`src/common/ps2_pkg.sv`:
```
// Shared PS/2 receive types and constants, imported by every keyboard RTL block
package ps2_pkg;

  // ------------------------------------------------------------
  // Frame format and receiver timing
  // ------------------------------------------------------------

  // Start, eight data bits, odd parity, stop
  localparam int FRAME_BITS = 11;

  // Bit counter must reach FRAME_BITS itself
  localparam int BIT_COUNT_W = $clog2(FRAME_BITS + 1);

  // About 60 us of clk while the PS/2 clock idles mid-frame
  localparam int RX_TIMEOUT_CYCLES = 2950;
  localparam int RX_TIMEOUT_W      = 12;  // Holds RX_TIMEOUT_CYCLES - 1

  // ------------------------------------------------------------
  // Special set 2 scan codes
  // ------------------------------------------------------------

  localparam logic [7:0] SCAN_RELEASE     = 8'hF0;  // Break prefix
  localparam logic [7:0] SCAN_LEFT_SHIFT  = 8'h12;
  localparam logic [7:0] SCAN_RIGHT_SHIFT = 8'h59;

  // '.' for codes outside the table
  localparam logic [7:0] ASCII_UNKNOWN = 8'h2E;

  // ------------------------------------------------------------
  // Frame word
  // ------------------------------------------------------------

  // Field view, LSB is the first bit on the wire
  typedef struct packed {
    logic       stop;    // Always 1 on a good frame
    logic       parity;  // Odd over data
    logic [7:0] data;    // Scan code byte
    logic       start;   // Always 0 on a good frame
  } ps2_frame_fields_t;

  // Shift register fills raw, decoder reads fields
  typedef union packed {
    logic [FRAME_BITS-1:0] raw;
    ps2_frame_fields_t     fields;
  } ps2_frame_t;

  // ------------------------------------------------------------
  // Key event handed to the host
  // ------------------------------------------------------------

  typedef struct packed {
    logic       released;   // Break code seen before this scan code
    logic       shift_on;   // Either shift key held
    logic [7:0] scan_code;  // Raw set 2 code
    logic [7:0] ascii;      // Translated character
  } key_event_t;

endpackage

```
`src/hw/ps2_rx_frame/ps2_rx_frame.sv`:
```
// PS/2 line receiver; syncs clock and data, shifts in device-to-host frames, flags each one
`timescale 1ns/1ns

module ps2_rx_frame
  import ps2_pkg::*;
(
  input  logic       clk,
  input  logic       reset,
  input  logic       ps2_clk_i,     // Keyboard clock, idles high
  input  logic       ps2_data_i,    // Keyboard data, idles high
  output ps2_frame_t frame_o,       // Last complete frame
  output logic       frame_done_o   // One clk pulse per frame
);

  logic [1:0]              clk_sync_q;   // [1] is the usable copy
  logic [1:0]              data_sync_q;
  logic                    clk_prev_q;   // Synced clock, one cycle late
  logic                    clk_fall;
  ps2_frame_t              frame_q;
  logic [BIT_COUNT_W-1:0]  bit_cnt_q;
  logic                    frame_full;
  logic [RX_TIMEOUT_W-1:0] wd_cnt_q;
  logic                    wd_expired;
  logic                    frame_done_q;

  // ------------------------------------------------------------
  // Input synchronizers and edge detect
  // ------------------------------------------------------------

  // Preset high so reset release does not fake a falling edge
  always_ff @(posedge clk)
  begin
    if (reset)
    begin
      clk_sync_q  <= 2'b11;
      data_sync_q <= 2'b11;
      clk_prev_q  <= 1'b1;
    end
    else
    begin
      clk_sync_q  <= {clk_sync_q[0], ps2_clk_i};
      data_sync_q <= {data_sync_q[0], ps2_data_i};
      clk_prev_q  <= clk_sync_q[1];
    end
  end

  assign clk_fall = clk_prev_q & ~clk_sync_q[1];  // High for one cycle

  // ------------------------------------------------------------
  // Frame shift register and bit counter
  // ------------------------------------------------------------

  // LSB first, so the start bit ends up in bit 0
  always_ff @(posedge clk)
  begin
    if (clk_fall)
      frame_q.raw <= {data_sync_q[1], frame_q.raw[FRAME_BITS-1:1]};
  end

  assign frame_full = (bit_cnt_q == BIT_COUNT_W'(FRAME_BITS));

  always_ff @(posedge clk)
  begin
    if (reset)
      bit_cnt_q <= '0;
    else if (frame_full)
      bit_cnt_q <= '0;                     // Frame handed off
    else if (wd_expired)
      bit_cnt_q <= '0;                     // Keyboard stalled mid-frame
    else if (clk_fall)
      bit_cnt_q <= bit_cnt_q + 1'b1;
  end

  // Done one cycle after the 11th bit lands
  always_ff @(posedge clk)
  begin
    if (reset)
      frame_done_q <= 1'b0;
    else
      frame_done_q <= frame_full;
  end

  // ------------------------------------------------------------
  // Watchdog
  // ------------------------------------------------------------

  // Runs only while clock idles high inside a partial frame
  always_ff @(posedge clk)
  begin
    if (reset || !clk_sync_q[1] || (bit_cnt_q == '0))
      wd_cnt_q <= '0;
    else if (!wd_expired)
      wd_cnt_q <= wd_cnt_q + 1'b1;         // Saturates at expiry
  end

  assign wd_expired = (wd_cnt_q == RX_TIMEOUT_W'(RX_TIMEOUT_CYCLES - 1));

  assign frame_o      = frame_q;           // Held until the next falling edge
  assign frame_done_o = frame_done_q;

endmodule

```
`src/hw/ps2_ascii_map.sv`:
```
// Set 2 scan code to ASCII lookup; letters follow shift, all else ignores it
`timescale 1ns/1ns

module ps2_ascii_map
  import ps2_pkg::*;
(
  input  logic [7:0] scan_code_i,
  input  logic       shift_on_i,
  output logic [7:0] ascii_o
);

  logic [7:0] base_char;  // Unshifted character
  logic       is_letter;  // Only letters change case

  always_comb
  begin
    is_letter = 1'b1;
    case (scan_code_i)
      // Letters, lower case
      8'h1C: base_char = 8'h61;  // a
      8'h32: base_char = 8'h62;  // b
      8'h21: base_char = 8'h63;  // c
      8'h23: base_char = 8'h64;  // d
      8'h24: base_char = 8'h65;  // e
      8'h2B: base_char = 8'h66;  // f
      8'h34: base_char = 8'h67;  // g
      8'h33: base_char = 8'h68;  // h
      8'h43: base_char = 8'h69;  // i
      8'h3B: base_char = 8'h6A;  // j
      8'h42: base_char = 8'h6B;  // k
      8'h4B: base_char = 8'h6C;  // l
      8'h3A: base_char = 8'h6D;  // m
      8'h31: base_char = 8'h6E;  // n
      8'h44: base_char = 8'h6F;  // o
      8'h4D: base_char = 8'h70;  // p
      8'h15: base_char = 8'h71;  // q
      8'h2D: base_char = 8'h72;  // r
      8'h1B: base_char = 8'h73;  // s
      8'h2C: base_char = 8'h74;  // t
      8'h3C: base_char = 8'h75;  // u
      8'h2A: base_char = 8'h76;  // v
      8'h1D: base_char = 8'h77;  // w
      8'h22: base_char = 8'h78;  // x
      8'h35: base_char = 8'h79;  // y
      8'h1A: base_char = 8'h7A;  // z
      default:
      begin
        is_letter = 1'b0;
        case (scan_code_i)
          // Top row digits
          8'h45: base_char = 8'h30;  // 0
          8'h16: base_char = 8'h31;  // 1
          8'h1E: base_char = 8'h32;  // 2
          8'h26: base_char = 8'h33;  // 3
          8'h25: base_char = 8'h34;  // 4
          8'h2E: base_char = 8'h35;  // 5
          8'h36: base_char = 8'h36;  // 6
          8'h3D: base_char = 8'h37;  // 7
          8'h3E: base_char = 8'h38;  // 8
          8'h46: base_char = 8'h39;  // 9
          // Whitespace and control keys
          8'h29: base_char = 8'h20;  // Space
          8'h5A: base_char = 8'h0D;  // Enter
          8'h66: base_char = 8'h08;  // Backspace
          8'h76: base_char = 8'h1B;  // Esc
          default: base_char = ASCII_UNKNOWN;
        endcase
      end
    endcase
  end

  // Upper case is lower case with bit 5 cleared
  assign ascii_o = (shift_on_i && is_letter) ? (base_char & 8'hDF) : base_char;

endmodule

```
`src/hw/ps2_key_decode.sv`:
```
// Key event builder; tracks break prefix and shift keys, holds one event for the host
`timescale 1ns/1ns

module ps2_key_decode
  import ps2_pkg::*;
(
  input  logic       clk,
  input  logic       reset,
  input  ps2_frame_t frame_i,
  input  logic       frame_done_i,
  input  logic       read_i,       // Host takes the event
  input  logic [7:0] ascii_i,      // From the ASCII table
  output logic [7:0] scan_code_o,  // To the ASCII table
  output logic       shift_on_o,   // Shift state before this frame
  output key_event_t event_o,
  output logic       ready_o
);

  typedef enum logic {
    RDY_IDLE = 1'b0,
    RDY_HOLD = 1'b1
  } ready_state_e;

  ready_state_e state_q;
  ready_state_e state_d;
  logic         frame_ok;
  logic         is_release;
  logic         store_event;
  logic         release_hold_q;  // F0 seen, waiting for the key code
  logic         left_shift_q;
  logic         right_shift_q;
  key_event_t   event_q;

  // Start 0, stop 1, odd parity
  assign frame_ok = ~frame_i.fields.start & frame_i.fields.stop &
                    (frame_i.fields.parity == ~^frame_i.fields.data);

  assign is_release  = (frame_i.fields.data == SCAN_RELEASE);
  assign store_event = frame_done_i & frame_ok & ~is_release;

  assign scan_code_o = frame_i.fields.data;
  assign shift_on_o  = left_shift_q | right_shift_q;

  // ------------------------------------------------------------
  // Prefix and shift tracking
  // ------------------------------------------------------------

  always_ff @(posedge clk)
  begin
    if (reset)
      release_hold_q <= 1'b0;
    else if (frame_done_i && frame_ok)
      release_hold_q <= is_release;        // Any key code consumes it
  end

  // Make sets the key, break clears it
  always_ff @(posedge clk)
  begin
    if (reset)
    begin
      left_shift_q  <= 1'b0;
      right_shift_q <= 1'b0;
    end
    else if (store_event)
    begin
      if (frame_i.fields.data == SCAN_LEFT_SHIFT)
        left_shift_q <= ~release_hold_q;
      if (frame_i.fields.data == SCAN_RIGHT_SHIFT)
        right_shift_q <= ~release_hold_q;
    end
  end

  // Overwrites even when the host has not read yet
  always_ff @(posedge clk)
  begin
    if (reset)
      event_q <= '0;
    else if (store_event)
    begin
      event_q.released  <= release_hold_q;
      event_q.shift_on  <= shift_on_o;
      event_q.scan_code <= frame_i.fields.data;
      event_q.ascii     <= ascii_i;
    end
  end

  // ------------------------------------------------------------
  // Ready handshake
  // ------------------------------------------------------------

  always_comb
  begin
    state_d = state_q;
    case (state_q)
      RDY_IDLE: if (store_event) state_d = RDY_HOLD;
      RDY_HOLD: if (read_i && !store_event) state_d = RDY_IDLE;  // Fresh event stays
      default:  state_d = RDY_IDLE;
    endcase
  end

  always_ff @(posedge clk)
  begin
    if (reset)
      state_q <= RDY_IDLE;
    else
      state_q <= state_d;
  end

  assign ready_o = (state_q == RDY_HOLD);
  assign event_o = event_q;

endmodule

```
`src/hw/ps2_keyboard.sv`:
```
// Receive-only PS/2 keyboard top; frame receiver feeding key decoder and ASCII table
`timescale 1ns/1ns

module ps2_keyboard
  import ps2_pkg::*;
(
  input  logic       clk,
  input  logic       reset,
  input  logic       ps2_clk_i,
  input  logic       ps2_data_i,
  input  logic       read_i,          // Host acknowledge
  output key_event_t event_o,
  output logic       ready_o,         // Event waiting
  output logic       shift_key_on_o   // Live shift state
);

  ps2_frame_t frame;
  logic       frame_done;
  logic [7:0] scan_code;
  logic       shift_on;
  logic [7:0] ascii;

  ps2_rx_frame u_rx_frame (
    .clk          (clk),
    .reset        (reset),
    .ps2_clk_i    (ps2_clk_i),
    .ps2_data_i   (ps2_data_i),
    .frame_o      (frame),
    .frame_done_o (frame_done)
  );

  ps2_key_decode u_key_decode (
    .clk          (clk),
    .reset        (reset),
    .frame_i      (frame),
    .frame_done_i (frame_done),
    .read_i       (read_i),
    .ascii_i      (ascii),
    .scan_code_o  (scan_code),
    .shift_on_o   (shift_on),
    .event_o      (event_o),
    .ready_o      (ready_o)
  );

  // Combinational, closes the loop back into the decoder
  ps2_ascii_map u_ascii_map (
    .scan_code_i (scan_code),
    .shift_on_i  (shift_on),
    .ascii_o     (ascii)
  );

  assign shift_key_on_o = shift_on;

endmodule

```
`config.mk`:
```
export PLATFORM = sky130hd
export DESIGN_NAME = ps2_keyboard
export DESIGN_NICKNAME = d
export VERILOG_FILES = /design/src/common/ps2_pkg.sv /design/src/hw/ps2_rx_frame/ps2_rx_frame.sv /design/src/hw/ps2_ascii_map.sv /design/src/hw/ps2_key_decode.sv /design/src/hw/ps2_keyboard.sv
export SDC_FILE = /design/constraint.sdc
export NUM_CORES = 1
export LEC_CHECK = 0
export BUFFER_PORTS_ARGS = -buffer_cell sky130_fd_sc_hd__buf_4
export CORE_MARGIN = 4
export CORE_UTILIZATION = 54
export CTS_CLUSTER_SIZE = 20
export DETAILED_ROUTE_END_ITERATION = 8
export PLACE_DENSITY = 0.76
export SLEW_MARGIN = 20
export SYNTH_ARGS = -nofsm -noshare
export SYNTH_HDL_FRONTEND = slang
export SYNTH_SLANG_ARGS = --single-unit
```
`constraint.sdc`:
```
create_clock -name clk -period 2.1 [get_ports clk]
set_input_delay 0.315 -clock clk [delete_from_list [all_inputs] [get_ports clk]]
set_output_delay 0.315 -clock clk [all_outputs]
set_load 0.01 [all_outputs]
```
## After elaboration in Yosys (flattened, before gate mapping)

Index checks and enable logic that the tools add are counted.

- Logic and storage cells: 94
- Output and inout port bits: 20
- Bits of input ports: 5
- Register bits after elaboration: 55

- $add $sub $neg: 2
- Eq/ne operators: 46
- Muxes and demuxes: 7
- Bitwise operators: 11
- Reductions and logical operators: 13

Operators with widths:

| kind | count |
|---|---|
| $eq A8 B6 Y1 const B | 23 |
| $pmux W7 S26 | 1 |
| $eq A8 B7 Y1 const B | 11 |
| $pmux W6 S14 | 1 |
| $eq A8 B5 Y1 const B | 8 |
| $reduce_or A26 Y1 | 1 |
| $add A12 B1 Y12 const B | 1 |
| $eq A12 B12 Y1 const B | 1 |
| $eq A8 B8 Y1 const B | 1 |
| $reduce_xnor A8 Y1 | 1 |
| $mux W6 | 1 |
| $and A1 B1 Y1 | 5 |
| $not A1 Y1 | 5 |
| $add A4 B1 Y4 const B | 1 |
| $eq A4 B4 Y1 const B | 1 |
| $logic_not A4 Y1 | 1 |
| $reduce_and A2 Y1 | 2 |
| $logic_and A1 B1 Y1 | 3 |
| $mux W1 | 3 |
| $reduce_or A3 Y1 | 1 |
| $logic_not A1 Y1 | 2 |
| $logic_or A1 B1 Y1 | 2 |
| $pmux W1 S2 | 1 |
| $eq A1 B1 Y1 | 1 |
| $or A1 B1 Y1 | 1 |

## Longest topological paths before layout

- Depth in word-level cells: 9
- Gate-level depth with buffers: 10
- Depth with buffers taken out: 7

## Cells and area by module

A second synthesis with hierarchy kept.

- Cell total of the unflattened synthesis: 393
- Area total of the unflattened synthesis: 3385.7 um2

By module, submodules not included:

| module | times used | seq. area each (um2) | area each (um2) | cells an instance |
|---|---|---|---|---|
| ps2_rx_frame | 1 | 770.7 | 1281.2 | 113 |
| ps2_key_decode | 1 | 440.4 | 1126.1 | 133 |
| ps2_ascii_map | 1 | 0.0 | 978.4 | 147 |

## Worst setup path after synthesis

No wires, ideal clock.

- Kind: flip-flop to flip-flop
- From: register u_rx_frame.frame_q, in the netlist u_rx_frame.frame_o[1]
- To: register u_key_decode.event_q, in the netlist u_key_decode.event_o[5]
- Period minus slack after synthesis: 2.312 ns
- Setup slack: -0.212 ns
- Stages on the path, launching flop included: 9
- Required time: 2.021 ns
- Setup time: 0.079 ns
- Buffers on the path: 1
- Data arrival time: 2.233 ns
- Cells stage by stage: edfxtp_1 -> inv_1 -> ha_1 -> xnor3_1 -> xnor2_2 -> or3_1 -> buf_2 -> a2111o_1 -> o211ai_1

- Longest elaborated chain between the ends: 5
- Elaborated cells on any way between the ends: 53
- Classes of those cells: eq/ne: 42; mux: 4; bitwise: 4; reduce/logical: 3

Ends and longest elaborated chain:

| element | line | text |
|---|---|---|
| from (decl) | ps2_rx_frame.sv:19 | `ps2_frame_t frame_q;` |
| parallel branches: the longest is 5 deep, another holds $pmux W7 S26 | n/a |  |
| to (decl) | ps2_key_decode.sv:32 | `key_event_t event_q;` |

Several ways; the timed one is not identified.
A chain may end at the register's enable or synchronous reset.

## Worst setup path in the final report

- From: register u_rx_frame.frame_q, in the netlist u_rx_frame.frame_o[1]
- To: register u_key_decode.event_q, in the netlist u_key_decode.event_o[4]

- Longest elaborated chain between the ends: 5
- Elaborated cells on any way between the ends: 50
- Classes of those cells: eq/ne: 42; mux: 3; bitwise: 4; reduce/logical: 1

Ends and longest elaborated chain:

| element |
|---|
| parallel branches: the longest is 5 deep, another holds $pmux W7 S26 |

Several ways; the timed one is not identified.

==> impl_metrics.ini <==
[global_routing]
gr-total-overflow = 0
grt_pass1_wl_mm = 15.4
grt_use_total_pct = 27.5
grt_pass1_vias = 3097
antenna_found_initial = 0
grt_max_degree = 33

[clock_network]
path_clk_slew_ns = 0.10
clockBufferDepth = 2
cts-htree-levels = 2
clockRootBuffer = clkbuf_8
cts_hold_buffers = 0
cts_tree = done
cts_made_buffers = 5
clock_latency_ns = 0.32
cts.sinks = 54

[synth]
synth_cell_types = 56
synth_area_leader_cell = dfxtp_1
synthesis.area_um2 = 3040
synth_area_per_cell_um2 = 8.48
synth_top_area_share_pct = 28.3
synth.area.top_cells = dfxtp_1 28%, edfxtp_1 11%, ha_1 8.2%
seq_area_frac_synth_pct = 39.1
syn_inst = 359
synthArstFlopShare_pct = 0
ys_seq_elements = 54
synthFlopType = dfxtp_1
syn-num-nets = 384
yosysWarnings = 0
synth_edf_count = 11

[sta]
fmax_mhz = 403
maxSlewHeadroom_pct = 66.1
fin_tns_setup_ns = -4.85
setup_violations = 20
rsz0062_at_grt = yes
final_hold_viol_count = 0
finalCritPeriodShare_pct = 118
drv_slew = 0
worst_pin_slew_ns = 0.507
post-route-min-period_ns = 2.48
fin_worst_skew_ns = 0.00780
fin_ws_ns = -0.384

[worst_setup_path]
cp.arrival_ns = 2.71
critPathCaptureType = register
setup.worst_path.start_class = register
critPathKind = register to register
required_ns = 2.33
crit_start = u_rx_frame.frame_o[1]
path_max_fanout = 5
worst_r2r_startpoint = u_rx_frame.frame_o[1]

[drt]
detail_route.first_pass.iterations = 5
ant_nets = 0
dr_total_vias = 3282
drt_iter0_markers = 324
vias_per_cell = 6.04
routed_wirelength_mm = 10.4
drc = 0
avgRoutedWirePerCell_um = 19.1

[worst_hold_path]
hold_class = primary input to register
holdCritStartpoint = ps2_clk_i

[status]
violations = setup timing
status = complete, but fails checks

[pwr]
p_clk_share_pct = 35.9
power_switching_uw = 476
power.density_nw_per_um2 = 450
p_int_mw = 1.53
comb_power_share_pct = 10.3
power_leakage_nw = 1.76
p_seq_share_pct = 53.8
ir_worst_vdd_mv = 0.572
sw_frac_of_total_pct = 23.8

[die]
start_util_pct = 55.6
die_height_um = 83.1
dieArea_um2 = 6900
rows = 27
boundaryPins = 25
fp.coreArea_um2 = 5470
die_w_um = 83.1

[placement]
gp_congestion = 0.936
dp_cells = 514
place_hpwl_mm = 6.62
io_buffers = 23

[layout]
drive_gt1_share_pct = 41.2
diodes = 0
area_delta_synth_final_pct = 46.1
fin_cells = 543
fin_nets = 495

[job]
cap_violations = 0
## power groups by stage
stage / combinational [mW] / sequential [mW] / clock [mW]
floorplan: 0.0890 / 1.10 / 0
global placement: 0.153 / 1.10 / 0
detailed placement: 0.155 / 1.10 / 0
CTS: 0.174 / 1.08 / 0.718
global route: 0.217 / 1.08 / 0.773
finish: 0.206 / 1.08 / 0.719
## routing by layer
layer  vias to the layer above  global-route usage (%)  wire length [um]
li1                       1502                       -                 -
met1                      1599                    34.1              4310
met2                       143                    47.2              5080
met3                        38                    5.56               555
met4                         0                    9.96               401
met5                         -                       0                 0
## cell type report
| type | instances | area [um^2] |
|---|---|---|
| Inverter | 13 | 48.8 |
| Clock inverter | 3 | 47.5 |
| Tap cell | 72 | 90.1 |
| Sequential cell | 54 | 1190 |
| Clock buffer | 5 | 68.8 |
| Timing Repair Buffer | 128 | 1020 |
| Fill cell | 331 | 1030 |
| Multi-Input combinational cell | 268 | 1980 |
## per-stage QoR
stage | total power, mW | cell area, um^2 | setup slack [ns] | hold slack (ns) | utilization, %
after global routing | 2.07 | 4450 | -0.447 | 0.178 | 81.3
after CTS | 1.97 | 4130 | -0.267 | 0.175 | 75.4
after floorplan | 1.19 | 3080 | -0.189 | 0.386 | -
final | 2.00 | 4450 | -0.384 | 0.178 | 81.3
after global placement | 1.25 | 3830 | -0.411 | 0.388 | 70.0
after detailed placement | 1.25 | 3830 | -0.500 | 0.395 | 70.0
## registers in the layout, indices dropped and copies added, names as in the netlist
register,count
u_key_decode.event_o,17
u_rx_frame.wd_cnt_q,12
u_rx_frame.frame_o,11
u_rx_frame.bit_cnt_q,4
u_rx_frame.clk_sync_q,2
u_rx_frame.data_sync_q,2
u_key_decode.left_shift_q,1
u_key_decode.ready_o,1
u_key_decode.release_hold_q,1
u_key_decode.right_shift_q,1
u_rx_frame.clk_prev_q,1
u_rx_frame.frame_done_o,1
## cell families (layout without fill, tap and decap cells)
kind of cell    Yosys count  after routing  synth area share [%]
mux                       2              2                 0.658
buf+inv                  37            149                  5.80
xor+xnor                 15             15                  5.02
flops                    54             54                  39.1
compound gates           82             82                  18.0
other cells               1              1                 0.123
fa+ha+maj                20             20                  8.22
simple gates            148            148                  23.1
## placed cells by master (no fill, tap or decap), drive strengths merged, types with 2 or more instances in the layout
cell type / synthesis / layout
nor3: 6 / 6
a31oi: 4 / 4
nor3b: 2 / 2
o211ai: 2 / 2
a2111o: 2 / 2
a211oi: 5 / 5
or3: 2 / 2
nand3: 9 / 9
or4: 3 / 3
edfxtp: 11 / 11
mux2i: 2 / 2
o311ai: 2 / 2
o21ai: 14 / 14
buf: 15 / 128
xor2: 6 / 6
ha: 20 / 20
inv: 13 / 14
nand3b: 4 / 4
nand2: 54 / 54
and2: 2 / 2
o21bai: 2 / 2
xnor2: 8 / 8
a21oi: 23 / 23
nor4: 6 / 6
nand4: 8 / 8
clkbuf: 9 / 5
nor2: 39 / 39
or2: 7 / 7
a311oi: 4 / 4
o41ai: 2 / 2
a22oi: 7 / 7
nor4b: 2 / 2
dfxtp: 43 / 43
o22ai: 6 / 6
## final timing paths
check / end / slack [ns] / depth (start not counted)
hold / removal: u_rx_frame.clk_sync_q[0] / 0.18 / 2
setup reg to reg: u_key_decode.event_o[4] / -0.38 / 8
setup / recovery: u_key_decode.event_o[4] / -0.38 / 8
hold reg to reg: u_rx_frame.frame_o[10] / 0.42 / 0
## what timing repair did
action / CTS / global route
gates cloned: 1 / 0
setup endpoints to repair: 20 / 21
pin swaps: 7 / 13
gates resized for setup: 29 / 52
hold endpoints to repair: 0 / 0
setup buffers: 8 / 13
## cells in the mapped netlist, types with 7 or more instances
| cell type | number |
|---|---|
| a22oi_1 | 7 |
| or2_2 | 7 |
| o21ai_0 | 14 |
| nor2_1 | 39 |
| nand3_1 | 9 |
| xnor2_1 | 7 |
| buf_2 | 9 |
| inv_1 | 13 |
| nand2_1 | 53 |
| ha_1 | 20 |
| dfxtp_1 | 43 |
| nand4_1 | 8 |
| a21oi_1 | 23 |
| clkbuf_1 | 9 |
| edfxtp_1 | 11 |
## critical path, stage by stage (launching register included)
cell and delay (ns):
edfxtp_1 0.46, inv_2 0.13, buf_6 0.14, ha_4 0.18, a222oi_1 0.39, nor3b_2 0.11, a211o_1 0.32, or4_1 0.45
a311oi_2 0.22
No activity file was read; power rests on OpenSTA's default activity.
